`config.mk`:
```
export PLATFORM = sky130hd
export DESIGN_NAME = draw_top
export DESIGN_NICKNAME = d
export VERILOG_FILES = /design/src/rtl/draw_pkg.sv /design/src/rtl/draw_line.sv /design/src/rtl/draw_triangle.sv /design/src/rtl/cmd_dispatch.sv /design/src/rtl/pixel_merge.sv /design/src/rtl/draw_top.sv
export SDC_FILE = /design/constraint.sdc
export NUM_CORES = 1
export LEC_CHECK = 0
export BUFFER_PORTS_ARGS = -buffer_cell sky130_fd_sc_hd__buf_2
export CORE_MARGIN = 3
export CORE_UTILIZATION = 36
export CTS_CLUSTER_SIZE = 12
export DETAILED_ROUTE_END_ITERATION = 16
export GPL_TIMING_DRIVEN = 1
export PLACE_DENSITY = 0.61
export SLEW_MARGIN = 15
export SYNTH_ARGS = -nofsm -noshare
export SYNTH_HDL_FRONTEND = slang
export SYNTH_HIERARCHICAL = 1
export SYNTH_SLANG_ARGS = --single-unit
```
`constraint.sdc`:
```
create_clock -name clk -period 8.3 [get_ports clk]
set_clock_uncertainty 0.05 [all_clocks]
set_input_delay 0.415 -clock clk [delete_from_list [all_inputs] [get_ports clk]]
set_output_delay 0.415 -clock clk [all_outputs]
set_load 0.02 [all_outputs]
```
`src/rtl/draw_pkg.sv`:
```
// ################################################
// draw package: coordinate widths, credit depths,
// command opcodes and the command, job and pixel types
// ################################################
package draw_pkg;

    localparam int CORDW       = 16;  // signed coordinate width
    localparam int TAGW        = 4;   // command tag width
    localparam int COLW        = 8;   // colour width
    localparam int CMD_CREDITS = 2;   // command queue depth
    localparam int PIX_CREDITS = 4;   // downstream pixel slots

    typedef enum logic [0:0] {
        OP_LINE = 1'b0,  // line v0 to v1
        OP_TRI  = 1'b1   // triangle outline v0 v1 v2
    } draw_op_e;

    typedef struct packed {
        draw_op_e                op;
        logic [TAGW-1:0]         tag;
        logic [COLW-1:0]         colour;
        logic signed [CORDW-1:0] x0, y0;  // vertex 0
        logic signed [CORDW-1:0] x1, y1;  // vertex 1
        logic signed [CORDW-1:0] x2, y2;  // vertex 2, unused by lines
    } draw_cmd_t;

    typedef struct packed {
        logic signed [CORDW-1:0] x0, y0;
        logic signed [CORDW-1:0] x1, y1;
        logic signed [CORDW-1:0] x2, y2;
        logic [COLW-1:0]         colour;
        logic [TAGW-1:0]         tag;
    } draw_job_t;

    typedef struct packed {
        logic signed [CORDW-1:0] x;
        logic signed [CORDW-1:0] y;
        logic [COLW-1:0]         colour;
        logic [TAGW-1:0]         tag;
        logic                    last;  // final pixel of its command
    } pixel_t;

endpackage

```
`src/rtl/draw_line.sv`:
```
// ################################################
// Bresenham line drawer, one pixel per enabled cycle
// between two signed points, all octants
// ################################################
`timescale 1ns/1ns

module draw_line (
    input  logic                                clk,
    input  logic                                rst,
    input  logic                                start,    // latch end points
    input  logic                                oe,       // advance one pixel
    input  logic signed [draw_pkg::CORDW-1:0]   x0,
    input  logic signed [draw_pkg::CORDW-1:0]   y0,
    input  logic signed [draw_pkg::CORDW-1:0]   x1,
    input  logic signed [draw_pkg::CORDW-1:0]   y1,
    output logic signed [draw_pkg::CORDW-1:0]   x,
    output logic signed [draw_pkg::CORDW-1:0]   y,
    output logic                                drawing,
    output logic                                last,     // pixel at end point
    output logic                                done      // one cycle pulse
);
    import draw_pkg::*;

    typedef enum logic [1:0] {IDLE, INIT, DRAW} state_e;

    state_e                  state;
    logic signed [CORDW-1:0] xe, ye;            // end point
    logic signed [CORDW+1:0] dx_in, dy_in;      // raw deltas, widened
    logic signed [CORDW+1:0] dx, dy;            // |dx| and -|dy|
    logic signed [CORDW+1:0] err, err_cur, err_nxt, e2;
    logic                    sx, sy;            // 1 = step negative
    logic                    step_x, step_y;

    assign dx_in = (CORDW+2)'(x1) - (CORDW+2)'(x0);  // sign extended
    assign dy_in = (CORDW+2)'(y1) - (CORDW+2)'(y0);

    // error term only settles in init, first pixel goes out meanwhile
    assign err_cur = (state == INIT) ? dx + dy : err;
    assign e2      = err_cur <<< 1;
    assign step_x  = (e2 >= dy);
    assign step_y  = (e2 <= dx);

    always_comb begin
        err_nxt = err_cur;
        if (step_x) err_nxt = err_nxt + dy;
        if (step_y) err_nxt = err_nxt + dx;
    end

    assign drawing = (state != IDLE);
    assign last    = drawing && (x == xe) && (y == ye);

    always_ff @(posedge clk) begin
        if (rst) begin
            state <= IDLE;
            done  <= 1'b0;
        end else begin
            done <= 1'b0;
            case (state)
                IDLE: if (start) state <= INIT;
                default: begin  // init or draw
                    if (oe && last) begin
                        state <= IDLE;
                        done  <= 1'b1;  // cycle after final pixel
                    end else if (oe) begin
                        state <= DRAW;
                    end
                end
            endcase
        end
    end

    // datapath
    always_ff @(posedge clk) begin
        if (state == IDLE && start) begin
            x  <= x0;
            y  <= y0;
            xe <= x1;
            ye <= y1;
            sx <= dx_in[CORDW+1];
            sy <= dy_in[CORDW+1];
            dx <= dx_in[CORDW+1] ? -dx_in : dx_in;
            dy <= dy_in[CORDW+1] ? dy_in : -dy_in;
        end else if (drawing && oe && !last) begin
            err <= err_nxt;
            if (step_x) x <= sx ? x - 1'b1 : x + 1'b1;
            if (step_y) y <= sy ? y - 1'b1 : y + 1'b1;
        end
    end

    drawing_needs_start: assert property (
        @(posedge clk) disable iff (rst) $rose(drawing) |-> $past(start)
    );

endmodule

```
`src/rtl/draw_triangle.sv`:
```
// ################################################
// triangle outline engine, walks edges v0-v1, v1-v2
// and v2-v0 through one line drawer
// ################################################
`timescale 1ns/1ns

module draw_triangle (
    input  logic                                clk,
    input  logic                                rst,
    input  logic                                start,
    input  logic                                oe,
    input  draw_pkg::draw_job_t                 job,
    output logic signed [draw_pkg::CORDW-1:0]   x,
    output logic signed [draw_pkg::CORDW-1:0]   y,
    output logic                                drawing,
    output logic                                last,    // end of third edge
    output logic                                done,
    output logic                                busy,
    output logic [draw_pkg::TAGW-1:0]           tag,
    output logic [draw_pkg::COLW-1:0]           colour
);
    import draw_pkg::*;

    typedef enum logic [1:0] {IDLE, INIT, DRAW} state_e;

    state_e                  state;
    draw_job_t               jreg;            // job held for all edges
    logic [1:0]              edge_id;         // 0, 1 or 2
    logic                    line_start;
    logic                    line_last;
    logic                    line_done;
    logic signed [CORDW-1:0] lx0, ly0, lx1, ly1;  // current edge

    assign tag    = jreg.tag;
    assign colour = jreg.colour;
    assign last   = line_last && (edge_id == 2'd2);

    always_ff @(posedge clk) begin
        if (rst) begin
            state      <= IDLE;
            edge_id    <= 2'd0;
            line_start <= 1'b0;
            done       <= 1'b0;
            busy       <= 1'b0;
        end else begin
            line_start <= 1'b0;
            done       <= 1'b0;
            case (state)
                INIT: begin
                    line_start <= 1'b1;  // edge latched this cycle
                    state      <= DRAW;
                end
                DRAW: begin
                    if (line_done && edge_id == 2'd2) begin
                        done  <= 1'b1;
                        busy  <= 1'b0;
                        state <= IDLE;
                    end else if (line_done) begin
                        edge_id <= edge_id + 2'd1;
                        state   <= INIT;
                    end
                end
                default: begin
                    if (start) begin
                        edge_id <= 2'd0;
                        busy    <= 1'b1;
                        state   <= INIT;
                    end
                end
            endcase
        end
    end

    // job and edge end points
    always_ff @(posedge clk) begin
        if (state == IDLE && start) jreg <= job;
        if (state == INIT) begin
            case (edge_id)
                2'd0: begin
                    lx0 <= jreg.x0;
                    ly0 <= jreg.y0;
                    lx1 <= jreg.x1;
                    ly1 <= jreg.y1;
                end
                2'd1: begin
                    lx0 <= jreg.x1;
                    ly0 <= jreg.y1;
                    lx1 <= jreg.x2;
                    ly1 <= jreg.y2;
                end
                default: begin  // closing edge
                    lx0 <= jreg.x2;
                    ly0 <= jreg.y2;
                    lx1 <= jreg.x0;
                    ly1 <= jreg.y0;
                end
            endcase
        end
    end

    draw_line u_line (
        .clk     (clk),
        .rst     (rst),
        .start   (line_start),
        .oe      (oe),
        .x0      (lx0),
        .y0      (ly0),
        .x1      (lx1),
        .y1      (ly1),
        .x       (x),
        .y       (y),
        .drawing (drawing),
        .last    (line_last),
        .done    (line_done)
    );

    edge_in_range: assert property (
        @(posedge clk) disable iff (rst) edge_id <= 2'd2
    );

endmodule

```
`src/rtl/cmd_dispatch.sv`:
```
// ################################################
// command queue with credit return, issues the head
// command to the idle engine matching its opcode
// ################################################
`timescale 1ns/1ns

module cmd_dispatch (
    input  logic                          clk,
    input  logic                          rst,
    input  logic                          cmd_valid,
    input  draw_pkg::draw_cmd_t           cmd,
    output logic                          cmd_credit,   // entry left the queue
    input  logic                          line_busy,
    input  logic                          tri_busy,
    output logic                          line_start,
    output logic                          tri_start,
    output draw_pkg::draw_job_t           job,          // shared, valid with start
    output logic [draw_pkg::TAGW-1:0]     line_tag,     // held for the line engine
    output logic [draw_pkg::COLW-1:0]     line_colour
);
    import draw_pkg::*;

    draw_cmd_t                       q [CMD_CREDITS];
    logic [$clog2(CMD_CREDITS)-1:0]  wr_ptr, rd_ptr;
    logic [$clog2(CMD_CREDITS):0]    count;
    draw_cmd_t                       head;
    logic                            issue;

    assign head = q[rd_ptr];

    // head goes only to an engine neither busy nor just started
    always_comb begin
        case (head.op)
            OP_LINE: issue = (count != '0) && !line_busy && !line_start;
            default: issue = (count != '0) && !tri_busy && !tri_start;
        endcase
    end

    always_ff @(posedge clk) begin
        if (rst) begin
            wr_ptr     <= '0;
            rd_ptr     <= '0;
            count      <= '0;
            cmd_credit <= 1'b0;
            line_start <= 1'b0;
            tri_start  <= 1'b0;
        end else begin
            if (cmd_valid) wr_ptr <= wr_ptr + 1'b1;
            if (issue) rd_ptr <= rd_ptr + 1'b1;
            count      <= count + cmd_valid - issue;
            cmd_credit <= issue;
            line_start <= issue && (head.op == OP_LINE);
            tri_start  <= issue && (head.op == OP_TRI);
        end
    end

    always_ff @(posedge clk) begin
        if (cmd_valid) q[wr_ptr] <= cmd;
        if (issue) begin
            job <= '{x0: head.x0, y0: head.y0, x1: head.x1, y1: head.y1,
                     x2: head.x2, y2: head.y2, colour: head.colour, tag: head.tag};
        end
        if (issue && head.op == OP_LINE) begin
            line_tag    <= head.tag;
            line_colour <= head.colour;
        end
    end

    no_cmd_overflow: assert property (
        @(posedge clk) disable iff (rst) !(cmd_valid && count == CMD_CREDITS)
    );

endmodule

```
`src/rtl/pixel_merge.sv`:
```
// ################################################
// round-robin merge of line and triangle pixels into
// one registered, credit-controlled output
// ################################################
`timescale 1ns/1ns

module pixel_merge (
    input  logic                                clk,
    input  logic                                rst,
    input  logic                                line_drawing,
    input  logic signed [draw_pkg::CORDW-1:0]   line_x,
    input  logic signed [draw_pkg::CORDW-1:0]   line_y,
    input  logic                                line_last,
    input  logic [draw_pkg::TAGW-1:0]           line_tag,
    input  logic [draw_pkg::COLW-1:0]           line_colour,
    input  logic                                tri_drawing,
    input  logic signed [draw_pkg::CORDW-1:0]   tri_x,
    input  logic signed [draw_pkg::CORDW-1:0]   tri_y,
    input  logic                                tri_last,
    input  logic [draw_pkg::TAGW-1:0]           tri_tag,
    input  logic [draw_pkg::COLW-1:0]           tri_colour,
    output logic                                line_oe,
    output logic                                tri_oe,
    output logic                                pix_valid,
    output draw_pkg::pixel_t                    pix,
    input  logic                                pix_credit
);
    import draw_pkg::*;

    logic [$clog2(PIX_CREDITS+1)-1:0] credits;  // free downstream slots
    logic                             credit_ok;
    logic                             prefer_tri;  // round-robin pointer

    // pixel already in pix holds a credit not yet taken off the counter
    assign credit_ok = credits > $bits(credits)'(pix_valid);

    assign line_oe = credit_ok && line_drawing && !(tri_drawing && prefer_tri);
    assign tri_oe  = credit_ok && tri_drawing && !(line_drawing && !prefer_tri);

    always_ff @(posedge clk) begin
        if (rst) begin
            credits    <= $bits(credits)'(PIX_CREDITS);
            prefer_tri <= 1'b0;
            pix_valid  <= 1'b0;
        end else begin
            credits   <= credits - pix_valid + pix_credit;
            pix_valid <= line_oe || tri_oe;
            if (line_oe) prefer_tri <= 1'b1;  // other side next
            else if (tri_oe) prefer_tri <= 1'b0;
        end
    end

    always_ff @(posedge clk) begin
        if (line_oe) begin
            pix <= '{x: line_x, y: line_y, colour: line_colour,
                     tag: line_tag, last: line_last};
        end else if (tri_oe) begin
            pix <= '{x: tri_x, y: tri_y, colour: tri_colour,
                     tag: tri_tag, last: tri_last};
        end
    end

    credit_bounds: assert property (
        @(posedge clk) disable iff (rst)
        (credits <= PIX_CREDITS) && !(pix_valid && credits == '0)
    );

    one_grant: assert property (
        @(posedge clk) disable iff (rst) !(line_oe && tri_oe)
    );

endmodule

```
`src/rtl/draw_top.sv`:
```
// ################################################
// outline rasterizer top: dispatcher, line and
// triangle engines, pixel merger
// ################################################
`timescale 1ns/1ns

module draw_top (
    input  logic                  clk,
    input  logic                  rst,
    input  logic                  cmd_valid,
    input  draw_pkg::draw_cmd_t   cmd,
    output logic                  cmd_credit,
    output logic                  pix_valid,
    output draw_pkg::pixel_t      pix,
    input  logic                  pix_credit
);
    import draw_pkg::*;

    draw_job_t               job;
    logic                    line_start, tri_start;
    logic                    line_oe, tri_oe;
    logic                    line_drawing, tri_drawing, tri_busy;
    logic                    line_last, tri_last;
    logic signed [CORDW-1:0] line_x, line_y, tri_x, tri_y;
    logic [TAGW-1:0]         line_tag, tri_tag;
    logic [COLW-1:0]         line_colour, tri_colour;

    cmd_dispatch u_dispatch (
        .clk (clk), .rst (rst),
        .cmd_valid (cmd_valid), .cmd (cmd), .cmd_credit (cmd_credit),
        .line_busy (line_drawing),  // line drawer busy while drawing
        .tri_busy (tri_busy),
        .line_start (line_start), .tri_start (tri_start), .job (job),
        .line_tag (line_tag), .line_colour (line_colour)
    );

    draw_line u_line (
        .clk (clk), .rst (rst), .start (line_start), .oe (line_oe),
        .x0 (job.x0), .y0 (job.y0), .x1 (job.x1), .y1 (job.y1),
        .x (line_x), .y (line_y), .drawing (line_drawing),
        .last (line_last), .done ()
    );

    draw_triangle u_tri (
        .clk (clk), .rst (rst), .start (tri_start), .oe (tri_oe), .job (job),
        .x (tri_x), .y (tri_y), .drawing (tri_drawing), .last (tri_last),
        .done (), .busy (tri_busy), .tag (tri_tag), .colour (tri_colour)
    );

    pixel_merge u_merge (
        .clk (clk), .rst (rst),
        .line_drawing (line_drawing), .line_x (line_x), .line_y (line_y),
        .line_last (line_last), .line_tag (line_tag), .line_colour (line_colour),
        .tri_drawing (tri_drawing), .tri_x (tri_x), .tri_y (tri_y),
        .tri_last (tri_last), .tri_tag (tri_tag), .tri_colour (tri_colour),
        .line_oe (line_oe), .tri_oe (tri_oe),
        .pix_valid (pix_valid), .pix (pix), .pix_credit (pix_credit)
    );

endmodule

```
# == Word level (Yosys, flattened, before mapping) ==
# Memory sizes are Yosys's and may differ from the RTL's. A register that Yosys moved wholly into a read port is not among the register bits.
# Cells that the tools add are included.
# op_classes
bitwise_logic,4
n_eq_ne,16
reduce_logical,67
n_addsub,29
n_mux,60
n_lt_le_gt_ge,5
# ops
op,count
16-bit two-way mux,16
16-bit one-hot mux with 2 select lines,4
18-bit adder,6
18-bit two-way mux,6
45-bit two-way mux,2
17-bit negation with 18-bit output,4
17-bit two-way mux,4
16-bit by 16-bit subtractor with 17-bit output,4
"16-bit by 1-bit adder with 16-bit output, second input constant",4
16-bit == test,4
"16-bit by 1-bit subtractor with 16-bit output, second input constant",4
18-bit greater-or-equal comparator,2
18-bit <= comparator,2
2-bit two-way mux,14
1-bit logical AND,27
2-bit nonzero test,11
2-bit AND reduction,9
1-bit two-way mux,11
1-bit zero test,9
3-bit nonzero test,3
"2-bit by 1-bit == test with 1-bit output, second input constant",4
2-bit zero test,4
2-bit one-hot mux with 2 select lines,2
"2-bit by 1-bit != test with 1-bit output, second input constant",3
other kinds (16),22
# word_totals
reg_bits,600
out_inout_bits,47
word_cells,247
mem_count,1
in_bits,113
mem_bits_rw,218
# mem_list
memory,depth,width,rd,rd_clocked_by_memory_dff,wr,line_no,text
u_dispatch.q,2,109,1,1,1,cmd_dispatch.sv:23,draw_cmd_t q [CMD_CREDITS];

# == Longest topological paths before layout ==
# Gate-level depths: netlist (run 1).
# logic_depth
word_depth,8
depth_mapped,32
depth_no_buf,30

# == Modules after synthesis ==
# Netlist (run 1), hierarchy kept.
# by_module_without_submodules
mod,area_each_um2,cells_each,seq_area_each_um2,n_inst
cmd_dispatch,11771.3,492,10309.9,1
draw_line (u_tri.u_line),11563.6,1282,3633.5,1
draw_line (u_line),11290.8,1202,3633.5,1
draw_triangle,6672.6,435,5305.1,1
pixel_merge,2324.7,127,1451.4,1

# == Worst setup path after synthesis (run 1) ==
# No wires, ideal clock.
# synth_timing
path_kind,reg2reg
start,register u_dispatch.tri_start
end,"register u_tri.jreg, in the netlist u_tri/colour[0] (enable)"
required_ns,7.542
stages_incl_launch_ff,3
period_less_slack_ns,8.478
path_buffers,0
arrival_time_ns,7.720
setup_time_ns,0.708
slack_ns,-0.178
cell_sequence,dfxtp_1 > inv_1 > nor3_1
# synth_between
elab_chain_len,1
# synth_rtl
item,line_no,text
from (decl),cmd_dispatch.sv:16,"output logic tri_start,"
from (signal assigned),cmd_dispatch.sv:53,tri_start <= issue && (head.op == OP_TRI);
1-bit logical AND,draw_triangle.sv:76,if (state == IDLE && start) jreg <= job;
to (signal assigned),draw_triangle.sv:76,
to (decl),draw_triangle.sv:27,draw_job_t jreg;
# Every way passes these cells.
# A chain may end at the register's enable or synchronous reset.

# == Worst setup path after layout (run 1) ==
# layout_timing
start,register u_line.dy[0]
end,register u_line.err[15] (data pin)
# layout_between
elab_chain_len,6
word_cells_on_any_way,8
cone_classes,add/sub: 3; order compare: 2; mux: 3
# layout_rtl
item,line_no,text
from (decl),draw_line.sv:29,"logic signed [CORDW+1:0] dx, dy;"
from (signal assigned),draw_line.sv:82,dy <= dy_in[CORDW+1] ? dy_in : -dy_in;
18-bit adder,draw_line.sv:38,assign err_cur = (state == INIT) ? dx + dy : err;
18-bit two-way mux,draw_line.sv:38,
18-bit adder or 18-bit greater-or-equal comparator (tied branches),"draw_line.sv:45, draw_line.sv:40",
18-bit two-way mux,draw_line.sv:45,if (step_x) err_nxt = err_nxt + dy;
18-bit adder,draw_line.sv:46,if (step_y) err_nxt = err_nxt + dx;
18-bit two-way mux *,draw_line.sv:46,
net u_line.err_nxt[15],draw_line.sv:30,"logic signed [CORDW+1:0] err, err_cur, err_nxt, e2;"
to (signal assigned),draw_line.sv:84,err <= err_nxt;
to (decl),draw_line.sv:30,
# Mark *: on every way through the listed nets, which the timed path passes. The rest lies on a longest branch.

==> impl_metrics.toml, run 1 <==
[synthesis]
synth_nets = 3958
yosysWarnings = 6
synthCells = 3534
synth_area_sq_mm = 0.0436
postSynthAreaPerCell_sq_um = 12.3

[sta]
tns_ns = 0
hold_violations = 0
worst_pin_slew_ns = 1.00
maxSlewHeadroom = 0.332
rsz0062_at_grt = "false"
max_freq_mhz = 138
drv_slew = 0
setup_violations = 0
post-route-period-util = 0.870
finalWorstSetupSlack_ns = 1.08
min_period_ns = 7.22
holdWs_ns = 0.0585

[cells_and_area]
fillers = 11100
drive_gt1_frac = 0.146
fin_nets = 4264
area_delta_synth_final_pct = 14.9
design_area_sq_mm = 0.0501

[routing]
dr_total_vias = 28300
drt_first_pass_iters = 5
routed_wirelength_mm = 106
drtAntennaViolNets = 0
vias_per_cell = 5.13
drc = 0
routedWlPerCell_microns = 19.3
drt_iter0_drc = 2064

[floorplanning]
io_pins = 160
die_w_microns = 354
floorplan.initialDensity = 0.363
die_area_sq_mm = 0.125
coreArea_sq_mm = 0.120
die_y_microns = 354
num_rows = 127

[critical_path]
critPathArrivalTime_ns = 7.59
cp.required_ns = 8.66
worstSetupEndpointType = "flop"
cp_slowest_stage_delay_ns = 0.57
worstSetupStartpointType = "flop"
crit_fanout = 8
critPathKind = "reg -> reg"
slowest_stage = "o31ai_1"

[cts]
cts_made_buffers = 91
post-cts-setup-buffers = 0
cts_root_buffer = "clkbuf_16"
cts.sinks = 817
tritoncts = "done"
htree_levels = 3
clk_latency_ns = 0.68
clk_path_buf_depth = 3
clk_pin_slew_ns = 0.06

[power_and_ir_drop]
pwr-share-clk = 0.223
switching_share = 0.362
p_comb_frac = 0.390
seq_power_share = 0.387
cellPowerDensity_mw_per_mm2 = 333
p_leak_nw = 19.2
p_int_mw = 10.6
switchingPower_mw = 6.04
vdd_drop_max_mv = 0.235

[outcome]
status = "complete, no violations"

[placement]
hpwl_mm = 77.9
dpl_worst_slack_ns = 1.20
portBuffers = 159
placed_area_sq_mm = 0.0462
place_congestion = 0.915

[job]
maxCapViolations = 0

[global_routing]
track_usage = 0.168
antenna_found_initial = 4
grt_pass1_wl_mm = 163
gr-total-overflow = 0
grt_pass1_vias = 27800
grt_max_degree = 69

[hold_path]
hold_class = "in -> reg"
-- placed cells by master, fill, tap and decap left out, types with 12 or more instances in the layout --
cell type	n
buf_4	30
nor3_1	59
or3_1	27
inv_1	249
dfxtp_1	23
and3_1	17
buf_2	159
nor4_1	32
nor2b_1	38
xnor2_1	158
mux2_4	31
fa_1	15
o2111ai_1	15
ha_1	294
xor2_1	128
nand3b_1	13
clkbuf_16	92
nand2b_1	33
o211ai_1	12
nor2_1	205
or2_2	12
and2_1	16
a21o_1	74
o31ai_1	16
a22oi_1	66
dlygate4sd3_1	110
o21bai_1	14
edfxtp_1	793
nand4_1	22
a31oi_1	34
nand2_1	265
mux2_2	179
clkbuf_1	29
a211oi_1	26
clkinv_2	13
a21oi_1	184
o21a_1	44
nand3_1	52
clkinv_1	16
o21ai_0	135
-- layout make-up --
| class | instances | area [sq um] | share of cell area |
|---|---|---|---|
| antenna | 2 | 5.00 | 0.000100 |
| clock buffer | 122 | 2420 | 0.0484 |
| inverter | 256 | 967 | 0.0193 |
| timing repair buffer | 299 | 2120 | 0.0424 |
| multi-input combinational | 2375 | 17900 | 0.358 |
| tap | 1612 | 2020 | 0.0403 |
| sequential | 817 | 24300 | 0.485 |
| clock inverter | 36 | 302 | 0.00602 |
-- worst paths after layout --
| kind | cells past startpoint | slack [ns] | startpoint | endpoint |
|---|---|---|---|---|
| max | 28 | 1.08 | u_line/dy[0] | u_line/err[15] |
| min | 3 | 0.06 | pix_credit | u_merge/credits[0] |
| max reg2reg | 28 | 1.08 | u_line/dy[0] | u_line/err[15] |
| min reg2reg | 0 | 0.37 | u_dispatch/job[0] | u_tri/tag[0] |
-- registers in the layout, indices dropped and copies added (netlist names), 17 cells and up, named ones only --
name and cells:
u_dispatch/job 108, u_merge/pix 45, u_tri/u_line/dx 18, u_line/dx 18, u_dispatch/q 218, u_tri/u_line/dy 18, u_tri/u_line/err 17, u_line/dy 18
u_line/err 17, u_tri/jreg 96
-- stage by stage --
step,std cells,total power [mW],util
final,5519,16.7,0.417
after global routing,5517,17.7,0.417
after CTS,5517,16.8,0.417
after detailed placement,5249,12.9,0.385
after global placement,5249,12.9,0.385
after floorplan,3534,11.2,-
-- what timing repair did --
item,4_1_cts,5_1_grt
endpoints found under the hold margin,219,0
gates resized for setup,0,0
hold buffers,110,0
-- layer usage --
metal / part of all wire / up-vias / routed length [microns] / GRT usage
met5: 0 / - / 0 / 0
li1: - / 13700 / - / -
met4: 0.031 / 0 / 3320 / 0.0546
met2: 0.46 / 697 / 48700 / 0.267
met1: 0.47 / 13700 / 49800 / 0.236
met3: 0.044 / 161 / 4640 / 0.0227
-- power groups by stage --
| stage | clock network [mW] | registers, mW | logic, mW |
|---|---|---|---|
| after floorplan | 0 | 6.23 | 4.95 |
| after global placement | 0 | 6.53 | 6.33 |
| after detailed placement | 0 | 6.54 | 6.40 |
| after CTS | 3.83 | 6.46 | 6.50 |
| after global routing | 4.00 | 6.53 | 7.21 |
| final | 3.72 | 6.46 | 6.51 |
-- worst max-delay path, delay by kind of cell (launching register included) --
family / cells / cell delay [ns]
compound gates: 15 / 4.05
fa+ha+maj: 4 / 1.06
mux: 2 / 0.70
flops: 1 / 0.39
simple gates: 3 / 0.38
xor+xnor: 2 / 0.20
buf+inv: 2 / 0.11
No activity file was read; power rests on OpenSTA's default activity.
==> run 2: changes to the inputs <==
- CTS_BUF_LIST: default -> sky130_fd_sc_hd__clkbuf_4 sky130_fd_sc_hd__clkbuf_8
==> run 2 against run 1 <==
  * Combinational power about the same
  * Count of clock-buffer cells in the layout is 70 higher
  * Die area unchanged
  * Sequential cell count is the same
  * Largest power group unchanged
  * Cell count is 1.8% higher
  * Maximum frequency about the same
  * Wire length rose by 0.70%
  * Worst setup slack gained 0.0033 ns
  * Non-clock buffer count is 1 higher
  * Total power about the same
  * Via count is 1.1% higher
  * Hold slack gained 0.0049 ns
==> impl_metrics.toml, run 2 (synthesis results as in run 1) <==
[cells_and_area]
area_delta_synth_final_pct = 15.3
fillers = 11200
final_common_cell = "edfxtp_1"
largest-register = "u_dispatch/q"
drive_gt1_frac = 0.169
largest_reg_flops = 218
final_cell_mix = "edfxtp_1, ha_1, nand2_1, inv_1, nor2_1"
fin_nets = 4320
reg_top3 = "u_dispatch/q x218, u_dispatch/job x108, u_tri/jreg x96"

[global_routing]
gr-total-overflow = 0
antenna_found_initial = 6
grt_max_degree = 69
track_usage = 0.169
grt_pass1_wl_mm = 165
grt_pass1_vias = 28400

[cts]
clk_path_buf_depth = 3
cts_root_buffer = "clkbuf_8"
clk_pin_slew_ns = 0.06
cts.sinks = 817
cts_made_buffers = 146
htree_levels = 4
clk_latency_ns = 0.81
tritoncts = "done"

[power_and_ir_drop]
pwr-share-clk = 0.224
cellPowerDensity_mw_per_mm2 = 332
p_comb_frac = 0.389
switchingPower_mw = 6.10
p_int_mw = 10.6
seq_power_share = 0.387
p_leak_nw = 19.4
vdd_drop_max_mv = 0.179
switching_share = 0.365

[critical_path]
worstSetupEndpointType = "flop"
cp_slowest_stage_delay_ns = 0.58
cp.required_ns = 8.80
slowest_stage = "o31ai_1"
cp_num_buf_inv = 2
critPathArrivalTime_ns = 7.72
worstSetupStartpointType = "flop"
critPathKind = "reg -> reg"
critical-path-top-delay-family = "compound AO/OA/AOI/OAI gates"
crit_fanout = 8

[sta]
maxSlewHeadroom = 0.322
drv_slew = 0
post-route-period-util = 0.870
worst_pin_slew_ns = 1.02
setup_violations = 0
min_period_ns = 7.22
hold_violations = 0
rsz0062_at_grt = "false"
max_freq_mhz = 139
tns_ns = 0
holdWs_ns = 0.0634

[routing]
routedWlPerCell_microns = 19.1
dr_total_vias = 28600
drc = 0
routed_wirelength_mm = 107
drt_first_pass_iters = 6
vias_per_cell = 5.09
drtAntennaViolNets = 0
drt_iter0_drc = 2171

[floorplanning]
floorplan.initialDensity = 0.363
num_rows = 127
io_pins = 160
coreArea_sq_mm = 0.120
die_w_microns = 354
die_y_microns = 354
die_area_sq_mm = 0.125

[placement]
hpwl_mm = 77.9
portBuffers = 159
place_congestion = 0.915

[hold_path]
hold_class = "in -> reg"

[job]
maxCapViolations = 0

[outcome]
status = "complete, no violations"
## run 2: changes by cell type in the layout (fill, tap and decap cells not counted), moves of 2 or more
cell,delta
inv_8,+2
clkbuf_4,+44
clkbuf_8,+147
clkbuf_16,-92
bufinv_16,+4
clkbuf_1,-29
clkinv_1,+22
clkinv_2,-3
clkinv_8,+3
clkinv_16,-3
## run 2: worst paths after layout
path,startpoint,endpoint,slack (ns),cells past startpoint
worst max-delay path,u_line/dy[0],u_line/err[15],1.08,28
worst min-delay path,rst,u_dispatch/cmd_credit,0.06,2
worst max register to register,u_line/dy[0],u_line/err[15],1.08,28
worst min register to register,u_dispatch/job[21],u_tri/jreg[21],0.36,0
## run 2: worst register-to-register path, delay by kind of cell, from the launching register on
kind | cells | cell delay [ns]
DFF | 1 | 0.43
and+or+nand+nor | 2 | 0.19
muxes | 2 | 0.69
buffers and inverters | 2 | 0.13
AOI/OAI and AO/OA | 16 | 4.31
xor gates and xnor gates | 2 | 0.18
adders and majority gates | 4 | 0.98
## run 2: final cells by class
class	count	area, sq um	share of cell area
flip-flops and latches	817	24300	0.484
multi-input cells	2375	17900	0.357
clock buffers	192	2370	0.0471
repair buffers	300	2130	0.0424
well taps	1612	2020	0.0401
inverters	256	967	0.0193
clock inverters	65	523	0.0104
diodes	3	7.51	0.000149
## run 2: what timing repair did
item                                   in CTS  in global routing
setup endpoints to repair                   0                  0
hold buffers                              111                  0
gates resized for setup                     0                  0
endpoints found under the hold margin     221                  0
setup buffers                               0                  0
## run 2: routing by layer
| layer | global-route usage | up-vias | share of wire |
|---|---|---|---|
| met5 | 0 | - | 0 |
| met4 | 0.0536 | 0 | 0.025 |
| met3 | 0.0271 | 143 | 0.049 |
| met2 | 0.271 | 729 | 0.46 |
| met1 | 0.235 | 13900 | 0.46 |
| li1 | - | 13900 | - |
## run 2: power groups by stage
stage	Clock, mW	Combinational (mW)	Sequential, mW
2_1_floorplan	0	4.95	6.23
3_3_place_gp	0	6.33	6.53
3_5_place_dp	0	6.40	6.54
4_1_cts	3.85	6.50	6.46
5_1_grt	4.05	7.22	6.53
6_report	3.73	6.50	6.46
## run 2: stage by stage
stage,power (mW),setup slack [ns],utilization,instance area (sq um),std cells
finish,16.7,1.08,0.419,50200,5620
detailed placement,12.9,1.20,0.385,46200,5249
CTS,16.8,1.18,0.419,50200,5617
floorplan,11.2,1.82,-,43600,3534
global placement,12.9,1.30,0.385,46200,5249
global route,17.8,0.555,0.419,50200,5619
